## src/verilog/icachePkg.sv

```systemverilog
// ----------------------------------------------------------------------
// Geometry, opcodes and stage structs shared by the instruction cache
// Byte addresses only; one 32-bit word is returned per fetch
// Fault bits arrive with a fill and are stored with the line
// ----------------------------------------------------------------------
`default_nettype none

package icachePkg;

	// Cache geometry
	localparam int addrWidth    = 32;
	localparam int wordWidth    = 32;
	localparam int wordsPerLine = 4;
	localparam int numWays      = 4;
	localparam int numSets      = 16;
	localparam int faultWidth   = 2;

	// Address fields, derived from the geometry above
	localparam int byteBits   = $clog2(wordWidth / 8);
	localparam int offsetBits = $clog2(wordsPerLine);
	localparam int indexBits  = $clog2(numSets);
	localparam int tagBits    = addrWidth - indexBits - offsetBits - byteBits;
	localparam int wayBits    = $clog2(numWays);
	localparam int lineWidth  = wordWidth * wordsPerLine;

	// Replacement LFSR start value, must never be zero
	localparam logic [15:0] lfsrSeed = 16'hACE1;

	typedef enum logic [1:0] {
		opFetch   = 2'd0,
		opFill    = 2'd1,
		opInvLine = 2'd2,
		opInvAll  = 2'd3
	} cacheOp_e;

	// Command as it arrives from outside
	typedef struct packed {
		cacheOp_e                op;
		logic [addrWidth-1:0]    addr;
		logic [lineWidth-1:0]    lineData;
		logic [faultWidth-1:0]   fault;
	} cacheCmd_t;

	// Decode to execute
	typedef struct packed {
		cacheOp_e                op;
		logic [tagBits-1:0]      tag;
		logic [indexBits-1:0]    index;
		logic [offsetBits-1:0]   wordSel;
		logic [lineWidth-1:0]    lineData;
		logic [faultWidth-1:0]   fault;
	} decodedCmd_t;

	// Execute to result, lineData is the line read from the hit way
	typedef struct packed {
		logic                    isFetch;
		logic                    hit;
		logic [offsetBits-1:0]   wordSel;
		logic [lineWidth-1:0]    lineData;
		logic [faultWidth-1:0]   fault;
	} execResult_t;

	typedef struct packed {
		logic                    hit;
		logic [wordWidth-1:0]    word;
		logic [faultWidth-1:0]   fault;
	} cacheRsp_t;

endpackage

`default_nettype wire
```

## src/verilog/icacheTagWays.sv

```systemverilog
// ----------------------------------------------------------------------
// Execute stage: four-way tag compare, replacement choice, invalidates
// Arrays are read combinationally and written on the advancing edge
// Fill way: present tag first, then lowest invalid way, then the LFSR
// ----------------------------------------------------------------------
`timescale 1ns/10ps
`default_nettype none

module icacheTagWays (
	input  logic                   clk,
	input  logic                   rst,
	input  logic                   decValid,
	input  icachePkg::decodedCmd_t dec,
	input  logic                   advance,
	output logic                   exValid,
	output icachePkg::execResult_t ex,
	output logic                   memWrite,
	output logic [icachePkg::wayBits+icachePkg::indexBits-1:0] memLine,
	input  logic [icachePkg::lineWidth+icachePkg::faultWidth-1:0] memData
);
	import icachePkg::*;

	// Tag and valid storage, one entry per way and set
	logic [tagBits-1:0] tagMem [numWays][numSets];
	logic [numSets-1:0] validMem [numWays];

	logic [15:0]        lfsr;
	logic [numWays-1:0] wayHit;
	logic [numWays-1:0] wayFree;
	logic [wayBits-1:0] hitWay;
	logic [wayBits-1:0] freeWay;
	logic [wayBits-1:0] fillWay;
	logic [wayBits-1:0] lineWay;
	logic               anyHit;
	logic               anyFree;
	logic               stepFill;

	// ------------------------------------------------------------------
	// Lookup
	// ------------------------------------------------------------------
	// Scanning downwards leaves the lowest matching way in each encoder
	always_comb begin
		hitWay  = '0;
		freeWay = '0;
		for (int w = numWays - 1; w >= 0; w--) begin
			wayHit[w]  = validMem[w][dec.index] && (tagMem[w][dec.index] == dec.tag);
			wayFree[w] = !validMem[w][dec.index];
			if (wayHit[w])
				hitWay = wayBits'(w);
			if (wayFree[w])
				freeWay = wayBits'(w);
		end
	end

	assign anyHit  = |wayHit;
	assign anyFree = |wayFree;

	// Refill of a present tag reuses its way so no duplicate tag appears
	assign fillWay = anyHit ? hitWay : (anyFree ? freeWay : lfsr[wayBits-1:0]);

	// Fetches read the hit way; on a miss the data is ignored downstream
	assign lineWay  = (dec.op == opFill) ? fillWay : hitWay;
	assign memLine  = {lineWay, dec.index};
	assign stepFill = advance && decValid && (dec.op == opFill);
	assign memWrite = stepFill;

	// ------------------------------------------------------------------
	// Valid bits and replacement LFSR
	// ------------------------------------------------------------------
	always_ff @(posedge clk) begin
		if (rst) begin
			for (int w = 0; w < numWays; w++)
				validMem[w] <= '0;
			lfsr <= lfsrSeed;
		end else if (advance && decValid) begin
			case (dec.op)
				opFill: begin
					validMem[fillWay][dec.index] <= 1'b1;
					// Taps 16,14,13,11 give a maximal length sequence
					lfsr <= {lfsr[14:0], lfsr[15] ^ lfsr[13] ^ lfsr[12] ^ lfsr[10]};
				end
				opInvLine: begin
					for (int w = 0; w < numWays; w++)
						if (wayHit[w])
							validMem[w][dec.index] <= 1'b0;
				end
				opInvAll: begin
					for (int w = 0; w < numWays; w++)
						validMem[w] <= '0;
				end
				default: ;
			endcase
		end
	end

	// Tags need no clearing since a stale tag is masked by its valid bit
	always_ff @(posedge clk) begin
		if (stepFill)
			tagMem[fillWay][dec.index] <= dec.tag;
	end

	// Stage register towards the result stage
	always_ff @(posedge clk) begin
		if (rst) begin
			exValid <= 1'b0;
		end else if (advance) begin
			exValid <= decValid;
		end
	end

	always_ff @(posedge clk) begin
		if (advance) begin
			ex.isFetch  <= (dec.op == opFetch);
			ex.hit      <= anyHit;
			ex.wordSel  <= dec.wordSel;
			ex.lineData <= memData[lineWidth-1:0];
			ex.fault    <= memData[lineWidth +: faultWidth];
		end
	end

endmodule

`default_nettype wire

```

## config.mk

```make
export PLATFORM = sky130hd
export DESIGN_NAME = icacheTagWays
export DESIGN_NICKNAME = d
export VERILOG_FILES = /design/src/verilog/icachePkg.sv /design/src/verilog/icacheTagWays.sv
export SDC_FILE = /design/constraint.sdc
export NUM_CORES = 2
export LEC_CHECK = 0
export BUFFER_PORTS_ARGS = -buffer_cell sky130_fd_sc_hd__buf_2
export CAP_MARGIN = 20
export CORE_UTILIZATION = 55
export DETAILED_ROUTE_END_ITERATION = 8
export GPL_ROUTABILITY_DRIVEN = 0
export PLACE_DENSITY_LB_ADDON = 0.08
export SLEW_MARGIN = 10
export SYNTH_ARGS = -nofsm -noshare
export SYNTH_HDL_FRONTEND = slang
export SYNTH_SLANG_ARGS = --single-unit
```

## constraint.sdc

```tcl
create_clock -name clk -period 5.5 [get_ports clk]
set_input_delay 0.275 -clock clk [delete_from_list [all_inputs] [get_ports clk]]
set_output_delay 0.275 -clock clk [all_outputs]
set_load 0.01 [all_outputs]
```

==> flow_summary.yaml <==
status:
  run_status: "completed"
critical_path:
  timing.critical_path.cells: "buf_8, nor2b_4, buf_4, a22oi_1, nand2_1, xnor2_1, nor4_1, o211ai_1, nor3_4, or2_2, buf_4, a21oi_1, buf_2"
  critical-path-max-stage-delay_ps: 960
  cp-start-kind: "input pin"
  crit_type: "in -> out"
  crit_path_frequent_cell: "buf_4"
  cp-end-kind: "primary output"
  crit_path_max_fanout: 40
  slowest_cell_on_crit_path: "nor4_1"
  critPathArrivalTime_ps: 5040
  crit_required_ps: 5220
synthesis:
  synthDominantAreaCellType: "edfxtp_1"
  synth_sequential_area_ratio_pct: 74.3
  synth_edf_count: 1734
  yosys_most_used_dff: "edfxtp_1"
  avgSynthCellArea_um2: 19.5
  syn_nets: 3910
  synthesis.instances: 3614
  async_set_reset_flop_share_out_of_synthesis_pct: 0
  yosysUniqueCellTypes: 89
  post_synth_main_area_contributors: "edfxtp_1 74%, mux4_2 10%, mux2i_1 3.4%"
  synth.cell_area_mm2: 0.0705
  postSynthRegisterBits: 1751
  top_cell_type_s_share_of_synthesized_area_pct: 73.8
  synth_warnings: 0
global_routing:
  grt_usage_pct: 30.1
  vias_in_the_first_global_route: 39400
  number_of_antenna_violations_at_the_first_check_in_global_routing: 9
  total_overflow_reported_by_the_global_router: 0
  grt_max_degree: 71
  grt_first_pass_wirelength_um: 277000
clock_tree:
  clk_root_buffer_cell: "clkbuf_16"
  clk-insertion-delay-late_ps: 820
  clk_pin_slew_ps: 60
  cts_made_buffers: 176
  cts-root-to-sink-buffers: 3
  post-cts-setup-buffer-count: 0
  cts_tree: "built"
  ctsHtreeMaxLevel: 4
  cts_hold_buf: 146
  clock_sink_count: 1751
  cts_resized: 0
finish:
  area_growth_syn_to_layout_pct: 17.6
  numnets_final: 4547
  layout-drive-gt1-share_pct: 28.7
  post-route-util_pct: 65.1
  final_cells: 6059
drt:
  detailroute.via_count: 39200
  routed_via_density: 6.48
  first_iter_violations: 4983
  detail_route.wl_per_cell_um: 32.0
  post-route-drc-count: 0
  detail_route.first_pass.iterations: 6
  final_antenna_net_count: 0
  total_wire_length_after_detailed_routing_um: 194000
hold_path:
  hold_path_class: "in -> reg"
floorplanning:
  initial_core_util_pct: 55.4
  die_w_um: 360
  floorplan.rows: 131
  die_height_um: 360
  io_pins: 438
  die_area_mm2: 0.130
  placeableCoreArea_mm2: 0.127
power_and_ir_drop:
  share_clk_of_total_power_pct: 41.3
  seq_power_share_pct: 51.8
  total_switching_power_mw: 6.26
  power.leakage_nw: 27.5
  share_comb_of_total_power_pct: 6.9
  internal_power_mw: 22.4
  vdd_ir_drop_max_v: 0.000291
  pwr_density_mw_per_mm2: 345
  power.switching_fraction_pct: 21.9
placement:
  port_buffers: 307
  placed_cells: 5583
  detailed_place_hpwl_um: 117000
  preCtsSetupSlack_ps: 289
timing:
  finalSetupTns_ps: 0
  timing.final.ws_setup_ps: 183
  slew-limit-headroom_pct: 20.7
  final-setup-viol-count: 0
  final_critical_path_time_including_i_o_delays_and_setup_ps: 5320
  tightest_slew_ps: 1180
  fin_crit_sh_pct: 96.7
  clock_skew_ps: 24.1
  timing_hold_violations_final: 0
  fmax_mhz: 188
  final_slew_violations: 0
  grt_setup_unrepaired: "false"
job:
  cap_violations: 0
==> through the flow <==
step / power (mW) / instance area [µm²] / hold slack, ps
floorplan: 16.1 / 70500 / 374
global route: 29.4 / 82900 / 39.0
CTS: 28.7 / 82800 / 25.3
detailed placement: 17.0 / 75700 / 447
finish: 28.6 / 82900 / 83.2
global placement: 16.9 / 75700 / 446
==> synthesized netlist by cell type (all sizes together) (20+ instances only) <==
library cell	number
xor2	32
nand2	142
buf	164
edfxtp	1734
o21ai	58
o22ai	44
clkbuf	67
mux2i	239
nor3	83
nor2	107
a211oi	24
a21oi	82
xnor2	72
a22oi	60
mux4	328
nor2b	20
o31ai	20
mux2	47
nand3	35
==> final cells by class <==
type,instances,area [µm²]
Antenna cell,3,7.51
Clock buffer,221,4680
Clock inverter,100,990
Fill cell,8410,44400
Inverter,17,63.8
Multi-Input combinational cell,1615,16800
Sequential cell,1751,52400
Tap cell,1662,2080
Timing Repair Buffer,690,5910
==> per-layer routing <==
layer	global-route usage, %	share of wire (%)	wire (µm)	vias up
li1	-	-	-	16100
met1	42.1	40	77100	20500
met2	47.5	48	92400	2223
met3	5.87	9.2	17900	391
met4	10.6	3.3	6480	10
met5	0	0.035	67	-
==> state kept, by name, indices dropped and copies added, names as in the netlist <==
name,cells
ex,134
exValid,1
lfsr,16
tagMem,1536
validMem,64
==> cell usage in the layout (no fill, tap or decap), types with 27 or more instances in the layout <==
cell	n
xor2_1	32
buf_2	302
edfxtp_1	1734
clkbuf_16	181
nor3_1	49
mux4_2	328
o21ai_0	52
nand3_1	35
mux2_2	44
nor2_1	87
xnor2_1	72
nor3_2	33
dlygate4sd3_1	147
clkinv_1	46
o22ai_1	44
buf_4	152
clkinv_2	27
buf_12	83
mux2i_1	239
a22oi_1	60
a21oi_1	62
nand2_1	142
clkbuf_1	40
==> kinds of logic (layout without fill, tap and decap cells) <==
family          count (synthesis)  after routing  share of synthesized area [%]
flops                        1751           1751                           74.3
mux                           614            614                           14.6
simple gates                  488            488                           3.41
compound gates                409            409                           4.15
buf+inv                       248           1028                           2.20
xor+xnor                      104            104                           1.29
other cells                     0              3                              0
==> worst max-delay path: cells and delay by family <==
family | cells | cell delay (ps)
AOI/OAI and AO/OA | 3 | 600
buffers and inverters | 4 | 1370
xor gates and xnor gates | 1 | 60
and+or+nand+nor | 5 | 2660
==> path summary, 6_finish.rpt <==
| path | start | endpoint | slack [ps] | depth (start not counted) |
|---|---|---|---|---|
| worst max register to register | tagMem[1][102] | tagMem[3][336] | 850 | 12 |
| worst min-delay path | dec[138] | tagMem[2][122] | 80 | 1 |
| worst max-delay path | dec[133] | memLine[5] | 180 | 13 |
| worst min register to register | lfsr[2] | lfsr[3] | 460 | 2 |
==> power by group through the flow <==
| stage | combinational (mW) | clock, mW | sequential, mW |
|---|---|---|---|
| CTS | 1.94 | 11.9 | 14.8 |
| global route | 2.07 | 12.5 | 14.8 |
| detailed placement | 1.85 | 0 | 15.1 |
| global placement | 1.81 | 0 | 15.1 |
| floorplan | 0.993 | 0 | 15.1 |
| finish | 1.97 | 11.8 | 14.8 |
(Power assumes the default switching activity.)
