File: src/verilog/icachePkg.sv
// ----------------------------------------------------------------------
// Geometry, opcodes and stage structs shared by the instruction cache
// Byte addresses only; one 32-bit word is returned per fetch
// Fault bits arrive with a fill and are stored with the line
// ----------------------------------------------------------------------
`default_nettype none

package icachePkg;

	// Cache geometry
	localparam int addrWidth    = 32;
	localparam int wordWidth    = 32;
	localparam int wordsPerLine = 4;
	localparam int numWays      = 4;
	localparam int numSets      = 16;
	localparam int faultWidth   = 2;

	// Address fields, derived from the geometry above
	localparam int byteBits   = $clog2(wordWidth / 8);
	localparam int offsetBits = $clog2(wordsPerLine);
	localparam int indexBits  = $clog2(numSets);
	localparam int tagBits    = addrWidth - indexBits - offsetBits - byteBits;
	localparam int wayBits    = $clog2(numWays);
	localparam int lineWidth  = wordWidth * wordsPerLine;

	// Replacement LFSR start value, must never be zero
	localparam logic [15:0] lfsrSeed = 16'hACE1;

	typedef enum logic [1:0] {
		opFetch   = 2'd0,
		opFill    = 2'd1,
		opInvLine = 2'd2,
		opInvAll  = 2'd3
	} cacheOp_e;

	// Command as it arrives from outside
	typedef struct packed {
		cacheOp_e                op;
		logic [addrWidth-1:0]    addr;
		logic [lineWidth-1:0]    lineData;
		logic [faultWidth-1:0]   fault;
	} cacheCmd_t;

	// Decode to execute
	typedef struct packed {
		cacheOp_e                op;
		logic [tagBits-1:0]      tag;
		logic [indexBits-1:0]    index;
		logic [offsetBits-1:0]   wordSel;
		logic [lineWidth-1:0]    lineData;
		logic [faultWidth-1:0]   fault;
	} decodedCmd_t;

	// Execute to result, lineData is the line read from the hit way
	typedef struct packed {
		logic                    isFetch;
		logic                    hit;
		logic [offsetBits-1:0]   wordSel;
		logic [lineWidth-1:0]    lineData;
		logic [faultWidth-1:0]   fault;
	} execResult_t;

	typedef struct packed {
		logic                    hit;
		logic [wordWidth-1:0]    word;
		logic [faultWidth-1:0]   fault;
	} cacheRsp_t;

endpackage

`default_nettype wire
File: src/verilog/icacheFetchDecode.sv
// ----------------------------------------------------------------------
// Decode stage: takes a command when advance is high
// The sender must hold cmd stable until it is accepted
// ----------------------------------------------------------------------
`timescale 1ns/10ps
`default_nettype none

module icacheFetchDecode (
	input  logic                   clk,
	input  logic                   rst,
	input  logic                   cmdValid,
	input  icachePkg::cacheCmd_t   cmd,
	input  logic                   advance,
	output logic                   decValid,
	output icachePkg::decodedCmd_t dec
);
	import icachePkg::*;

	// Stage valid bit
	// A bubble enters whenever nothing is offered on an advancing edge
	always_ff @(posedge clk) begin
		if (rst) begin
			decValid <= 1'b0;
		end else if (advance) begin
			decValid <= cmdValid;
		end
	end

	// ------------------------------------------------------------------
	// Address split
	// ------------------------------------------------------------------
	// Tag sits above the index, the index above the word offset, and the
	// two byte bits at the bottom are dropped
	always_ff @(posedge clk) begin
		if (advance && cmdValid) begin
			dec.op       <= cmd.op;
			dec.tag      <= cmd.addr[addrWidth-1 -: tagBits];
			dec.index    <= cmd.addr[byteBits+offsetBits +: indexBits];
			dec.wordSel  <= cmd.addr[byteBits +: offsetBits];
			// Line payload only matters for fills but rides along anyway
			dec.lineData <= cmd.lineData;
			dec.fault    <= cmd.fault;
		end
	end

endmodule

`default_nettype wire

File: config.mk
export PLATFORM = sky130hd
export DESIGN_NAME = icacheFetchDecode
export DESIGN_NICKNAME = d
export VERILOG_FILES = /design/src/verilog/icachePkg.sv /design/src/verilog/icacheFetchDecode.sv
export SDC_FILE = /design/constraint.sdc
export NUM_CORES = 1
export LEC_CHECK = 0
export ABC_AREA = 1
export BUFFER_PORTS_ARGS = -buffer_cell sky130_fd_sc_hd__buf_4
export CAP_MARGIN = 0
export CORE_AREA = 10 10 122 124
export CTS_BUF_LIST = sky130_fd_sc_hd__clkbuf_8
export DETAILED_ROUTE_END_ITERATION = 8
export DIE_AREA = 0 0 132 134
export PLACE_DENSITY = 0.78
export SETUP_SLACK_MARGIN = 0.05
export SLEW_MARGIN = 5
export SYNTH_ARGS = -nofsm -noshare
export SYNTH_HDL_FRONTEND = slang
export SYNTH_SLANG_ARGS = --single-unit
File: constraint.sdc
create_clock -name clk -period 5.5 [get_ports clk]
set_input_delay 0.275 -clock clk [delete_from_list [all_inputs] [get_ports clk]]
set_output_delay 0.275 -clock clk [all_outputs]
set_load 0.02 [all_outputs]
==> impl_metrics.json, run 1 <==
{
  "synth_nets": 336,
  "synth_xor_area_share_pct": 0,
  "syn_inst": 168,
  "dpl.hpwl_um": 12100,
  "failing_step": "4_1_cts",
  "cts_sinks": 163,
  "ys_seq_area_share_pct": 99.5,
  "numCtsBuffers": 17,
  "start_util_pct": 39.4,
  "core.rowCount": 41,
  "synth_top_cells_by_count": "162 x edfxtp_1, 2 x inv_1, 2 x nand2_1",
  "toolErrorMsg": "[ERROR RSZ-0060] Max buffer count reached.",
  "synth_most_common_cell": "edfxtp_1",
  "synth_edf_count": 162,
  "synth_mux_area_share_pct": 0,
  "status": "did not finish",
  "synth-async-reset-ratio_pct": 0,
  "holdBufCountCts": 141,
  "ctsResizeCount": 0,
  "io_buffers": 328,
  "clock_path_buffers": 2,
  "synth_flop_cell": "edfxtp_1",
  "synth_top_family_by_area": "compound AO/OA/AOI/OAI gates",
  "cts_root_buf": "clkbuf_8",
  "synth_cell_types": 5,
  "netlist_top_cells_area": "edfxtp_1 99%, dfxtp_1 0.41%, a21oi_2 0.18%, inv_1 0.15%, nand2_1 0.15%",
  "pin_count": 331,
  "gp_congestion": 0.735,
  "synth_compound_area_share_pct": 0.178,
  "yosys.area_share.simple_pct": 0.153,
  "synth_warnings": 0,
  "chipHeight_um": 134,
  "synth.largest_area_cell": "edfxtp_1",
  "synth-seq-cells": 163,
  "synth_area_sq_um": 4910,
  "synthAdderAreaFrac_pct": 0,
  "synth_top_area_share_pct": 99.1,
  "htreeDepth": 4,
  "syn_avg_cell_area_sq_um": 29.2,
  "cts_setup_buffers": 0,
  "chipWidth_um": 132
}
==> logic make-up after synthesis <==
logic type,count (synthesis)
AOI/OAI and AO/OA,1
buffers and inverters,2
DFF,163
and+or+nand+nor,2
==> stage by stage <==
stage | cell area (sq um) | std cells | utilization [%] | setup slack [ns]
2_1_floorplan | 4910 | 168 | - | 1.49
3_3_place_gp | 7600 | 669 | 61.0 | 3.20
3_5_place_dp | 7600 | 669 | 61.0 | 3.14
==> run 2: changes to the inputs <==
--- a/config.mk
+++ b/config.mk
@@ -8,12 +8,10 @@
 export ABC_AREA = 1
 export BUFFER_PORTS_ARGS = -buffer_cell sky130_fd_sc_hd__buf_4
 export CAP_MARGIN = 0
-export CORE_AREA = 10 10 122 124
-export CTS_BUF_LIST = sky130_fd_sc_hd__clkbuf_8
+export CORE_MARGIN = 10
+export CORE_UTILIZATION = 35
 export DETAILED_ROUTE_END_ITERATION = 8
-export DIE_AREA = 0 0 132 134
-export PLACE_DENSITY = 0.78
-export SETUP_SLACK_MARGIN = 0.05
+export PLACE_DENSITY_LB_ADDON = 0.15
 export SLEW_MARGIN = 5
 export SYNTH_ARGS = -nofsm -noshare
 export SYNTH_HDL_FRONTEND = slang
==> impl_metrics.json, run 2 <==
{
  "status": "finished, final reports clean",
  "route.detailed.wl_per_inst_um": 21.4,
  "synth_nets": 336,
  "reg.largest.list": "dec (162), decValid (1)",
  "first_iter_violations": 137,
  "criticalPathCategory": "in2reg",
  "die_area_sq_um": 19200,
  "tns_ns": 0,
  "placed_cell_area_sq_um": 7610,
  "drv_slew": 0,
  "cts_root_buf": "clkbuf_16",
  "io_buffers": 328,
  "syn_avg_cell_area_sq_um": 29.2,
  "route.antenna.remaining_nets": 0,
  "core.rowCount": 43,
  "finalHoldViolCount": 0,
  "timing.slew.headroom_pct": 33.7,
  "pin_count": 331,
  "chipWidth_um": 138,
  "grt_max_degree": 115,
  "core_sq_um": 13800,
  "dpl.hpwl_um": 12100,
  "vias": 3011,
  "clock_path_buffers": 2,
  "netlist_top_cells_area": "edfxtp_1 99%, dfxtp_1 0.41%, a21oi_2 0.18%, inv_1 0.15%, nand2_1 0.15%",
  "fin_area_sq_um": 8140,
  "clk_pin_slew_ns": 0.06,
  "clk_latency_ns": 0.41,
  "synth_edf_count": 162,
  "p_leak_uw": 0.00338,
  "tightest_slew_ns": 0.995,
  "synth_flop_cell": "edfxtp_1",
  "htreeDepth": 4,
  "grt_pass1_vias": 3410,
  "endpoint_kind": "flip-flop",
  "final_common_cell": "buf_4",
  "mostFrequentLayoutCells": "329 x buf_4, 162 x edfxtp_1, 17 x clkbuf_16, 6 x clkinv_1",
  "fin_cells": 706,
  "synth_warnings": 0,
  "grt_pass1_wl_um": 21700,
  "synth_most_common_cell": "edfxtp_1",
  "finalClockSkew_ns": 0,
  "wirelength_um": 15100,
  "synth-async-reset-ratio_pct": 0,
  "grt_overflow": 0,
  "finalCriticalPeriod_ns": 1.92,
  "chipHeight_um": 138,
  "synth_cell_types": 5,
  "synth-seq-cells": 163,
  "antenna_cells": 0,
  "largest_register": "dec",
  "critPathLaunchType": "primary input",
  "start_util_pct": 35.5,
  "max_cap_violations": 0,
  "area_growth_pct": 65.9,
  "fmax_mhz": 520,
  "synth_area_sq_um": 4910,
  "numCtsBuffers": 17,
  "critPathMaxFanout": 114,
  "track_usage_pct": 15.4,
  "drc": 0,
  "cts_tree": "done",
  "synth_top_cells_by_count": "162 x edfxtp_1, 2 x inv_1, 2 x nand2_1",
  "required_ns": 5.54,
  "ir_drop_mv": 0.201,
  "vias_per_cell": 4.26,
  "min_path_type": "in2reg",
  "p_per_area_nw_per_um2": 357,
  "nFillCells": 1116,
  "synth_top_area_share_pct": 99.1,
  "grt_antenna_before_repair": 0,
  "cp.arrival_ns": 1.96,
  "synth.largest_area_cell": "edfxtp_1",
  "dp.cells": 677,
  "fin_crit_sh_pct": 35.0,
  "firstDrtPassIters": 6,
  "gp_congestion": 0.785,
  "largest_register_ffs": 162,
  "ys_seq_area_share_pct": 99.5,
  "cts_sinks": 163,
  "fin_nets": 685,
  "finalSetupViolations": 0,
  "rsz0062_at_grt": "false",
  "syn_inst": 168,
  "drive_above_1_share_pct": 66.9
}
-- run 2: cell counts after synthesis --
No cell type changed its count.
-- run 2: metal layers --
metal  global-route usage [%]  part of all wire (%)  vias to the layer above
met1                     14.4                    32                     1417
li1                         -                     -                     1374
met5                        0                     0                        -
met2                     26.0                    51                      203
met4                     5.49                   1.8                        0
met3                     10.5                    15                       17
-- run 2: what timing repair did --
item,CTS,global route
hold endpoints to repair,1,0
hold buffers,1,0
gates resized for setup,0,0
buffers inserted,0,0
-- run 2: area by class of cell --
type	count	area, sq um	share of cell area [%]
flip-flops and latches	163	4880	60.0
well taps	180	225	2.77
repair buffers	330	2480	30.5
inverters	2	12.5	0.154
clock buffers	18	429	5.27
clock inverters	10	95.1	1.17
multi-input cells	3	16.3	0.200
-- run 2: cells by family after synthesis --
logic type	count (synthesis)	share of synthesized area [%]
AOI/OAI and AO/OA	1	0.178
buffers and inverters	2	0.153
DFF	163	99.5
and+or+nand+nor	2	0.153
-- run 2: final timing paths --
path	from	to	slack (ns)	cells after the start
setup / recovery	advance	dec[97]	3.58	4
hold reg to reg	decValid	decValid	0.48	2
setup reg to reg	decValid	decValid	4.93	2
hold / removal	cmd[111]	dec[111]	0.04	1
-- run 2: worst max-delay path, cell delays in order --
cell and delay (ns):
buf_4 0.08, nand2_1 0.12, inv_6 0.70, buf_4 0.65
-- run 2: report_power, final --
part           leakage (uW)  internal, uW  switching (uW)
clock              0.000252           647             424
sequential          0.00153          1460            23.0
combinational       0.00160           168             182
total               0.00338          2280             628
-- run 2: metrics by stage --
step	power (uW)	hold WS (ns)	worst slack (ns)	utilization [%]
4_1_cts	2940	0.0186	3.58	58.9
6_report	2900	0.0399	3.58	58.9
5_1_grt	3020	0.0139	3.40	58.9
3_5_place_dp	1870	0.434	3.13	55.0
3_3_place_gp	1860	0.431	3.19	55.0
2_1_floorplan	1640	0.337	1.49	-
No activity file was read; power rests on OpenSTA's default activity.
==> run 3: changes to the inputs <==
==> constraint.sdc (replaced) <==
create_clock -name clk -period 1.6 [get_ports clk]
set_input_delay 0.08 -clock clk [delete_from_list [all_inputs] [get_ports clk]]
set_output_delay 0.08 -clock clk [all_outputs]
set_load 0.02 [all_outputs]
==> impl_metrics.json, run 3 <==
{
  "synth_warnings": 0,
  "syn_avg_cell_area_sq_um": 29.2,
  "synth_edf_count": 162,
  "numCtsBuffers": 17,
  "dpl.hpwl_um": 11900,
  "ys_seq_area_share_pct": 99.5,
  "gp_congestion": 0.750,
  "synth_nets": 336,
  "cts_sinks": 163,
  "clock_path_buffers": 2,
  "synth_area_sq_um": 4910,
  "synth_most_common_cell": "edfxtp_1",
  "synth.largest_area_cell": "edfxtp_1",
  "synth-async-reset-ratio_pct": 0,
  "synth_top_cells_by_count": "162 x edfxtp_1, 2 x inv_1, 2 x nand2_1",
  "core.rowCount": 43,
  "start_util_pct": 35.5,
  "netlist_top_cells_area": "edfxtp_1 99%, dfxtp_1 0.41%, a21oi_2 0.18%, inv_1 0.15%, nand2_1 0.15%",
  "synth_top_area_share_pct": 99.1,
  "toolErrorMsg": "[ERROR RSZ-0060] Max buffer count reached.",
  "holdBufCountCts": 142,
  "ctsResizeCount": 0,
  "htreeDepth": 4,
  "syn_inst": 168,
  "io_buffers": 328,
  "cts_setup_buffers": 0,
  "cts_root_buf": "clkbuf_16",
  "synth_cell_types": 5,
  "synth_flop_cell": "edfxtp_1",
  "synth-seq-cells": 163,
  "chipHeight_um": 138,
  "failing_step": "4_1_cts",
  "chipWidth_um": 138,
  "status": "did not finish",
  "pin_count": 331
}
[run 3: cell counts after synthesis]
Identical to the previous run, type by type.
[run 3: through the flow]
| stage | setup WS, ns | std cells | cell area (sq um) | utilization [%] |
|---|---|---|---|---|
| 2_1_floorplan | -1.32 | 168 | 4930 | - |
| 3_3_place_gp | 0.441 | 680 | 7670 | 55.5 |
| 3_5_place_dp | 0.429 | 680 | 7670 | 55.5 |
[run 3: kinds of logic after synthesis]
logic type             synth area share [%]
DFF                                    99.5
and+or+nand+nor                       0.153
buffers and inverters                 0.153
AOI/OAI and AO/OA                     0.178
