**src/verilog/icachePkg.sv**
```systemverilog
// ----------------------------------------------------------------------
// Geometry, opcodes and stage structs shared by the instruction cache
// Byte addresses only; one 32-bit word is returned per fetch
// Fault bits arrive with a fill and are stored with the line
// ----------------------------------------------------------------------
`default_nettype none

package icachePkg;

	// Cache geometry
	localparam int addrWidth    = 32;
	localparam int wordWidth    = 32;
	localparam int wordsPerLine = 4;
	localparam int numWays      = 4;
	localparam int numSets      = 16;
	localparam int faultWidth   = 2;

	// Address fields, derived from the geometry above
	localparam int byteBits   = $clog2(wordWidth / 8);
	localparam int offsetBits = $clog2(wordsPerLine);
	localparam int indexBits  = $clog2(numSets);
	localparam int tagBits    = addrWidth - indexBits - offsetBits - byteBits;
	localparam int wayBits    = $clog2(numWays);
	localparam int lineWidth  = wordWidth * wordsPerLine;

	// Replacement LFSR start value, must never be zero
	localparam logic [15:0] lfsrSeed = 16'hACE1;

	typedef enum logic [1:0] {
		opFetch   = 2'd0,
		opFill    = 2'd1,
		opInvLine = 2'd2,
		opInvAll  = 2'd3
	} cacheOp_e;

	// Command as it arrives from outside
	typedef struct packed {
		cacheOp_e                op;
		logic [addrWidth-1:0]    addr;
		logic [lineWidth-1:0]    lineData;
		logic [faultWidth-1:0]   fault;
	} cacheCmd_t;

	// Decode to execute
	typedef struct packed {
		cacheOp_e                op;
		logic [tagBits-1:0]      tag;
		logic [indexBits-1:0]    index;
		logic [offsetBits-1:0]   wordSel;
		logic [lineWidth-1:0]    lineData;
		logic [faultWidth-1:0]   fault;
	} decodedCmd_t;

	// Execute to result, lineData is the line read from the hit way
	typedef struct packed {
		logic                    isFetch;
		logic                    hit;
		logic [offsetBits-1:0]   wordSel;
		logic [lineWidth-1:0]    lineData;
		logic [faultWidth-1:0]   fault;
	} execResult_t;

	typedef struct packed {
		logic                    hit;
		logic [wordWidth-1:0]    word;
		logic [faultWidth-1:0]   fault;
	} cacheRsp_t;

endpackage

`default_nettype wire
```
**src/verilog/icacheWordSelect.sv**
```systemverilog
// ----------------------------------------------------------------------
// Result stage: word select and response register
// Produces the single advance signal for the whole pipeline
// Only fetches respond; on a miss word and fault read as zero
// ----------------------------------------------------------------------
`timescale 1ns/10ps
`default_nettype none

module icacheWordSelect (
	input  logic                   clk,
	input  logic                   rst,
	input  logic                   exValid,
	input  icachePkg::execResult_t ex,
	input  logic                   rspReady,
	output logic                   advance,
	output logic                   rspValid,
	output icachePkg::cacheRsp_t   rsp
);
	import icachePkg::*;

	logic [wordWidth-1:0] selWord;
	logic                 makeRsp;

	// Pipeline moves when the response slot is empty or being drained
	assign advance = !rspValid || rspReady;

	// Word offset picks one 32-bit slice of the line
	assign selWord = ex.lineData[ex.wordSel*wordWidth +: wordWidth];
	assign makeRsp = exValid && ex.isFetch;

	always_ff @(posedge clk) begin
		if (rst) begin
			rspValid <= 1'b0;
		end else if (advance) begin
			rspValid <= makeRsp;
		end
	end

	// Payload only loads for a new fetch, so it stays put while stalled
	always_ff @(posedge clk) begin
		if (advance && makeRsp) begin
			rsp.hit   <= ex.hit;
			rsp.word  <= ex.hit ? selWord : '0;
			rsp.fault <= ex.hit ? ex.fault : '0;
		end
	end

endmodule

`default_nettype wire

```
**config.mk**
```make
export PLATFORM = sky130hd
export DESIGN_NAME = icacheWordSelect
export DESIGN_NICKNAME = d
export VERILOG_FILES = /design/src/verilog/icachePkg.sv /design/src/verilog/icacheWordSelect.sv
export SDC_FILE = /design/constraint.sdc
export NUM_CORES = 1
export LEC_CHECK = 0
export ABC_AREA = 1
export BUFFER_PORTS_ARGS = -buffer_cell sky130_fd_sc_hd__buf_2
export CAP_MARGIN = 0
export CORE_UTILIZATION = 34
export DETAILED_ROUTE_END_ITERATION = 7
export HOLD_SLACK_MARGIN = 0.12
export SLEW_MARGIN = 10
export SYNTH_ARGS = -nofsm -noshare
export SYNTH_HDL_FRONTEND = slang
export SYNTH_SLANG_ARGS = --single-unit
```
**constraint.sdc**
```tcl
create_clock -name clk -period 6.9 [get_ports clk]
set_input_delay 0.69 -clock clk [delete_from_list [all_inputs] [get_ports clk]]
set_output_delay 0.69 -clock clk [all_outputs]
set_load 0.005 [all_outputs]
```
==> results of run 1 <==
==> critical path: stages <==
cell and delay (ps):
buf_2 80, buf_4 600, inv_2 620, nand2_1 250, nand3_2 100, a21oi_2 140
==> metal layers <==
layer  vias up  GRT usage  part of all wire
met5         -          0                 0
met1      1314      0.195              0.41
li1       1565          -                 -
met3        10     0.0438             0.080
met2       114      0.310              0.50
met4         0     0.0600             0.015
==> state kept, by name (all words and copies together) (netlist names) <==
| signal | count |
|---|---|
| rsp | 35 |
| rspValid | 1 |
==> area by class of cell <==
cell class / instances / area [sq um] / area share
inverters: 135 / 509 / 0.128
well taps: 108 / 135 / 0.0341
multi-input cells: 230 / 1290 / 0.325
flip-flops and latches: 36 / 1070 / 0.270
clock buffers: 6 / 72.6 / 0.0183
repair buffers: 176 / 886 / 0.223
clock inverters: 1 / 5.00 / 0.00126
==> stage by stage <==
step	utilization	power [W]	setup WS, ps	cells
floorplan	-	0.000356	4230	424
global placement	0.448	0.000412	4270	685
detailed placement	0.448	0.000414	4240	685
CTS	0.457	0.000557	4540	692
global route	0.457	0.000585	4320	692
finish	0.457	0.000550	4540	692
==> power by group through the flow <==
stage | registers [W] | logic [W] | clock network (W)
2_1_floorplan | 0.000263 | 0.0000936 | 0
5_1_grt | 0.000257 | 0.000172 | 0.000156
3_5_place_dp | 0.000261 | 0.000153 | 0
6_report | 0.000256 | 0.000151 | 0.000143
4_1_cts | 0.000256 | 0.000154 | 0.000147
3_3_place_gp | 0.000261 | 0.000151 | 0
==> worst paths after layout <==
| kind | to | slack [ps] | cells after the start |
|---|---|---|---|
| hold reg to reg | rspValid$_SDFFE_PP0P_ | 580 | 4 |
| hold / removal | rspValid$_SDFFE_PP0P_ | 550 | 2 |
| setup reg to reg | rsp[31]$_SDFFCE_PN0P_ | 5330 | 3 |
| setup / recovery | rsp[15]$_SDFFCE_PN0P_ | 4540 | 6 |
==> cell usage after synthesis <==
cell type | n | share of area
inv_4 | 1 | 0.0021
dfxtp_1 | 1 | 0.0066
nor2_1 | 2 | 0.0025
nand2_2 | 20 | 0.041
nand3_2 | 28 | 0.092
a21oi_1 | 5 | 0.0082
buf_6 | 9 | 0.033
buf_8 | 1 | 0.0049
nand3_1 | 36 | 0.059
inv_1 | 133 | 0.16
buf_2 | 13 | 0.021
edfxtp_1 | 35 | 0.35
inv_2 | 1 | 0.0012
nand2_1 | 111 | 0.14
a21oi_2 | 28 | 0.081
==> logic make-up (layout without fill, tap and decap cells) <==
kind of cell    after synthesis  in the layout
simple gates                197            197
buf+inv                     158            318
flops                        36             36
compound gates               33             33
==> results.py, run 1 <==
metrics = {
    "status": {
        "run_status": "completed",
    },
    "layout": {
        "num-fill-cells": 930,
        "nNetsFinal": 722,
        "synthToLayoutAreaGrowth_pct": 30.4,
        "fin_area_sq_um": 3970,
        "layout_commonest_cell": "buf_2",
        "drive_gt1_frac": 0.447,
        "layout_common_cells": "174 x buf_2, 132 x inv_1, 111 x nand2_1",
        "diodes": 0,
    },
    "global_route": {
        "overflow": 0,
        "grt_pass1_vias": 2774,
        "grt_pass1_wl_um": 12200,
        "track_usage": 0.172,
        "grt_max_degree": 66,
        "antenna_found_initial": 0,
    },
    "power": {
        "p_sw_w": 0.000161,
        "power_switching_share": 0.292,
        "ir_drop_v": 0.0000631,
        "pwr-share-comb": 0.274,
        "seqPwrFrac": 0.466,
        "p_per_area_nw_per_um2": 139,
        "p_leak_nw": 2.34,
        "intPower_w": 0.000389,
        "power_frac_clock": 0.260,
    },
    "worst_setup_path": {
        "critPathLaunchType": "input pin",
        "crit_arrival_ps": 2510,
        "cp-startpoint": "ex[130]",
        "crit_type": "input pin to register",
        "end_kind": "register",
        "r2r_start": "rspValid$_SDFFE_PP0P_",
        "cp.required_ps": 7050,
        "crit_fanout": 65,
    },
    "logic_synthesis": {
        "synth_top_family_by_area": "simple AND/OR/NAND/NOR gates",
        "synth_cells": 424,
        "syn_area_sq_um": 3040,
        "synth-seq-area-share": 0.352,
        "synth_compound_area_frac": 0.0889,
        "synth-simple-area-share": 0.332,
        "yosysUniqueCellTypes": 15,
        "syn_nets": 562,
        "ys_warn_count": 0,
        "syn_area_per_cell_sq_um": 7.17,
        "synth_adder_area_share": 0,
        "synth_mux_area_frac": 0,
        "ys_ff_latch": 36,
        "synthXorXnorAreaFrac": 0,
    },
    "sta": {
        "hold_viol": 0,
        "tns_ps": 0,
        "fin_hold_ws_ps": 555,
        "maxSlewViolCount": 0,
        "rsz0062_at_grt": "false",
        "fin_crit_ps": 2360,
        "fin_crit_sh": 0.342,
        "skew_ps": 2.54,
        "setup_viol": 0,
        "max_freq_mhz": 423,
        "slew_headroom": 0.328,
        "worst_pin_slew_ps": 1010,
    },
    "detailed_routing": {
        "dr.pass1.iters": 6,
        "via_count": 3003,
        "postRouteWirelength_um": 7860,
        "vias_per_cell": 4.34,
        "drtIter0Drc": 89,
        "wl_per_cell_um": 11.4,
        "final_antenna_net_count": 0,
        "drcViolationCount": 0,
    },
    "clocking": {
        "ctsResizeCount": 0,
        "cts_max_path_buffers": 2,
        "clk-insertion-delay-late_ps": 280,
        "path_clk_slew_ps": 70,
        "tritoncts": "done",
        "cts_setup_buffers": 0,
        "cts-root-buf": "clkbuf_8",
        "cts_htree_levels": 2,
        "cts.sinks": 36,
        "numCtsBuffers": 5,
        "cts_hold_buffers": 0,
    },
    "die": {
        "start_util": 0.350,
        "rows": 34,
        "die-area_sq_um": 9330,
        "core_sq_um": 8680,
        "die_w_um": 96.6,
        "io_pins": 175,
        "dieHeight_um": 96.6,
    },
    "placement": {
        "gp_routability_congestion": 0.762,
        "dpl_cell_area_sq_um": 3890,
        "numPortBuffers": 174,
        "dp_hpwl_um": 5750,
    },
    "run": {
        "cap_violations": 0,
    },
    "hold_path": {
        "hp-class": "input pin to register",
        "holdCritStartpoint": "rst",
    },
}
Power figures use the tool's default switching activity.
==> inputs of run 2 (changes only) <==
--- a/config.mk
+++ b/config.mk
@@ -11,6 +11,7 @@
 export CORE_UTILIZATION = 34
 export DETAILED_ROUTE_END_ITERATION = 7
 export HOLD_SLACK_MARGIN = 0.12
+export PLACE_DENSITY = 0.67
 export SLEW_MARGIN = 10
 export SYNTH_ARGS = -nofsm -noshare
 export SYNTH_HDL_FRONTEND = slang
==> constraint.sdc (replaced) <==
create_clock -name clk -period 1.9 [get_ports clk]
set_input_delay 0.19 -clock clk [delete_from_list [all_inputs] [get_ports clk]]
set_output_delay 0.19 -clock clk [all_outputs]
set_load 0.005 [all_outputs]
==> results.py, run 2 (synthesized netlist as in run 1, its figures left out) <==
metrics = {
    "placement": {
        "numPortBuffers": 174,
        "gp_routability_congestion": 0.841,
        "dp_hpwl_um": 6200,
    },
    "hold_path": {
        "hp-class": "input pin to register",
        "holdCritStartpoint": "ex[132]",
    },
    "worst_setup_path": {
        "cp-startpoint": "rspValid$_SDFFE_PP0P_",
        "path_buf_inv": 2,
        "cp_top_family": "buffers and inverters",
        "crit_arrival_ps": 1190,
        "crit_chain": "inv_1 > nor2_1 > nor2_4 > buf_4",
        "slowest_stage": "buf_4",
        "critPathMaxStageDelay_ps": 410,
        "crit_type": "register to register",
        "cp.required_ps": 1830,
        "crit_fanout": 35,
        "critPathLaunchType": "register",
        "r2r_start": "rspValid$_SDFFE_PP0P_",
        "end_kind": "register",
    },
    "sta": {
        "maxSlewViolCount": 0,
        "worst_pin_slew_ps": 509,
        "hold_viol": 0,
        "max_freq_mhz": 792,
        "rsz0062_at_grt": "false",
        "tns_ps": 0,
        "skew_ps": 7.04,
        "slew_headroom": 0.661,
        "fin_crit_sh": 0.664,
        "setup_viol": 0,
        "fin_crit_ps": 1260,
    },
    "clocking": {
        "path_clk_slew_ps": 80,
        "tritoncts": "done",
        "cts_htree_levels": 2,
        "cts_hold_buffers": 1,
        "cts_max_path_buffers": 2,
        "cts_setup_buffers": 0,
        "ctsResizeCount": 0,
        "clk-insertion-delay-late_ps": 280,
        "cts-root-buf": "clkbuf_8",
        "cts.sinks": 36,
        "numCtsBuffers": 5,
    },
    "detailed_routing": {
        "final_antenna_net_count": 0,
        "wl_per_cell_um": 11.5,
        "vias_per_cell": 4.41,
        "dr.pass1.iters": 4,
        "drtIter0Drc": 128,
        "via_count": 3085,
        "drcViolationCount": 0,
        "postRouteWirelength_um": 8060,
    },
    "layout": {
        "drive_gt1_frac": 0.453,
        "largestRegisters": "rsp: 35 flops, rspValid: 1 flops",
        "nNetsFinal": 728,
        "synthToLayoutAreaGrowth_pct": 32.5,
        "seq_area_sq_um": 1070,
        "regMostFlops": "rsp",
        "multi_input_area_sq_um": 1290,
        "largest_reg_flops": 35,
        "layout_commonest_cell": "buf_2",
        "num-fill-cells": 902,
        "layout_common_cells": "174 x buf_2, 132 x inv_1, 111 x nand2_1",
        "utilization": 0.465,
        "diodes": 0,
    },
    "run": {
        "cap_violations": 0,
    },
    "die": {
        "io_pins": 175,
        "die-area_sq_um": 9330,
        "dieHeight_um": 96.6,
        "core_sq_um": 8680,
        "rows": 34,
        "die_w_um": 96.6,
        "start_util": 0.350,
    },
    "global_route": {
        "grt_max_degree": 65,
        "track_usage": 0.174,
        "grt_pass1_wl_um": 12400,
        "antenna_found_initial": 0,
        "grt_pass1_vias": 2801,
        "overflow": 0,
    },
    "power": {
        "ir_drop_v": 0.000247,
        "p_leak_nw": 2.38,
        "p_per_area_nw_per_um2": 502,
    },
    "status": {
        "run_status": "completed",
    },
}
-- run 2: cell count changes in the layout (fill, tap and decap cells not counted), sizes merged --
cell,change
clkinv,+1
buf,+5
clkbuf,-1
dlygate4sd3,+1
inv,+1
-- run 2: through the flow --
stage / area, sq um / hold WS (ps) / std cells / setup slack, ps / total power [W]
after floorplan: 3040 / 259 / 424 / 188 / 0.00129
after global placement: 3940 / 350 / 690 / 540 / 0.00151
after detailed placement: 3940 / 354 / 690 / 526 / 0.00152
after CTS: 4030 / 137 / 699 / 626 / 0.00204
after global routing: 4030 / 145 / 699 / 504 / 0.00214
final: 4030 / 149 / 699 / 638 / 0.00202
-- run 2: power breakdown --
part | switching (W) | leakage [nW] | internal (W)
clock network | 0.000280 | 0.0453 | 0.000249
logic | 0.000313 | 1.99 | 0.000253
registers | 0.00000889 | 0.346 | 0.000920
-- run 2: layout make-up --
type	count	share of cell area
Tap cell	108	0.0335
Clock inverter	3	0.00341
Clock buffer	5	0.0171
Sequential cell	36	0.266
Multi-Input combinational cell	230	0.319
Inverter	135	0.126
Timing Repair Buffer	182	0.235
-- run 2: worst paths after layout --
check | endpoint | slack [ps] | depth (start not counted)
max | rsp[5]$_SDFFCE_PN0P_ | 640 | 4
min | rsp[34]$_DFFE_PP_ | 150 | 1
max reg2reg | rsp[5]$_SDFFCE_PN0P_ | 640 | 4
min reg2reg | rspValid$_SDFFE_PP0P_ | 580 | 4
-- run 2: routing by layer --
layer	track usage	up-vias	wire [um]	share of wire
li1	-	1579	-	-
met1	0.202	1376	3380	0.42
met2	0.321	124	3920	0.49
met3	0.0423	6	700	0.087
met4	0.0404	0	63	0.0078
met5	0	-	0	0
-- run 2: worst reg2reg max path, cell delays in order, from the launching register on --
cell and delay, ps:
dfxtp_1 310, inv_1 40, nor2_1 60, nor2_4 70, buf_4 420
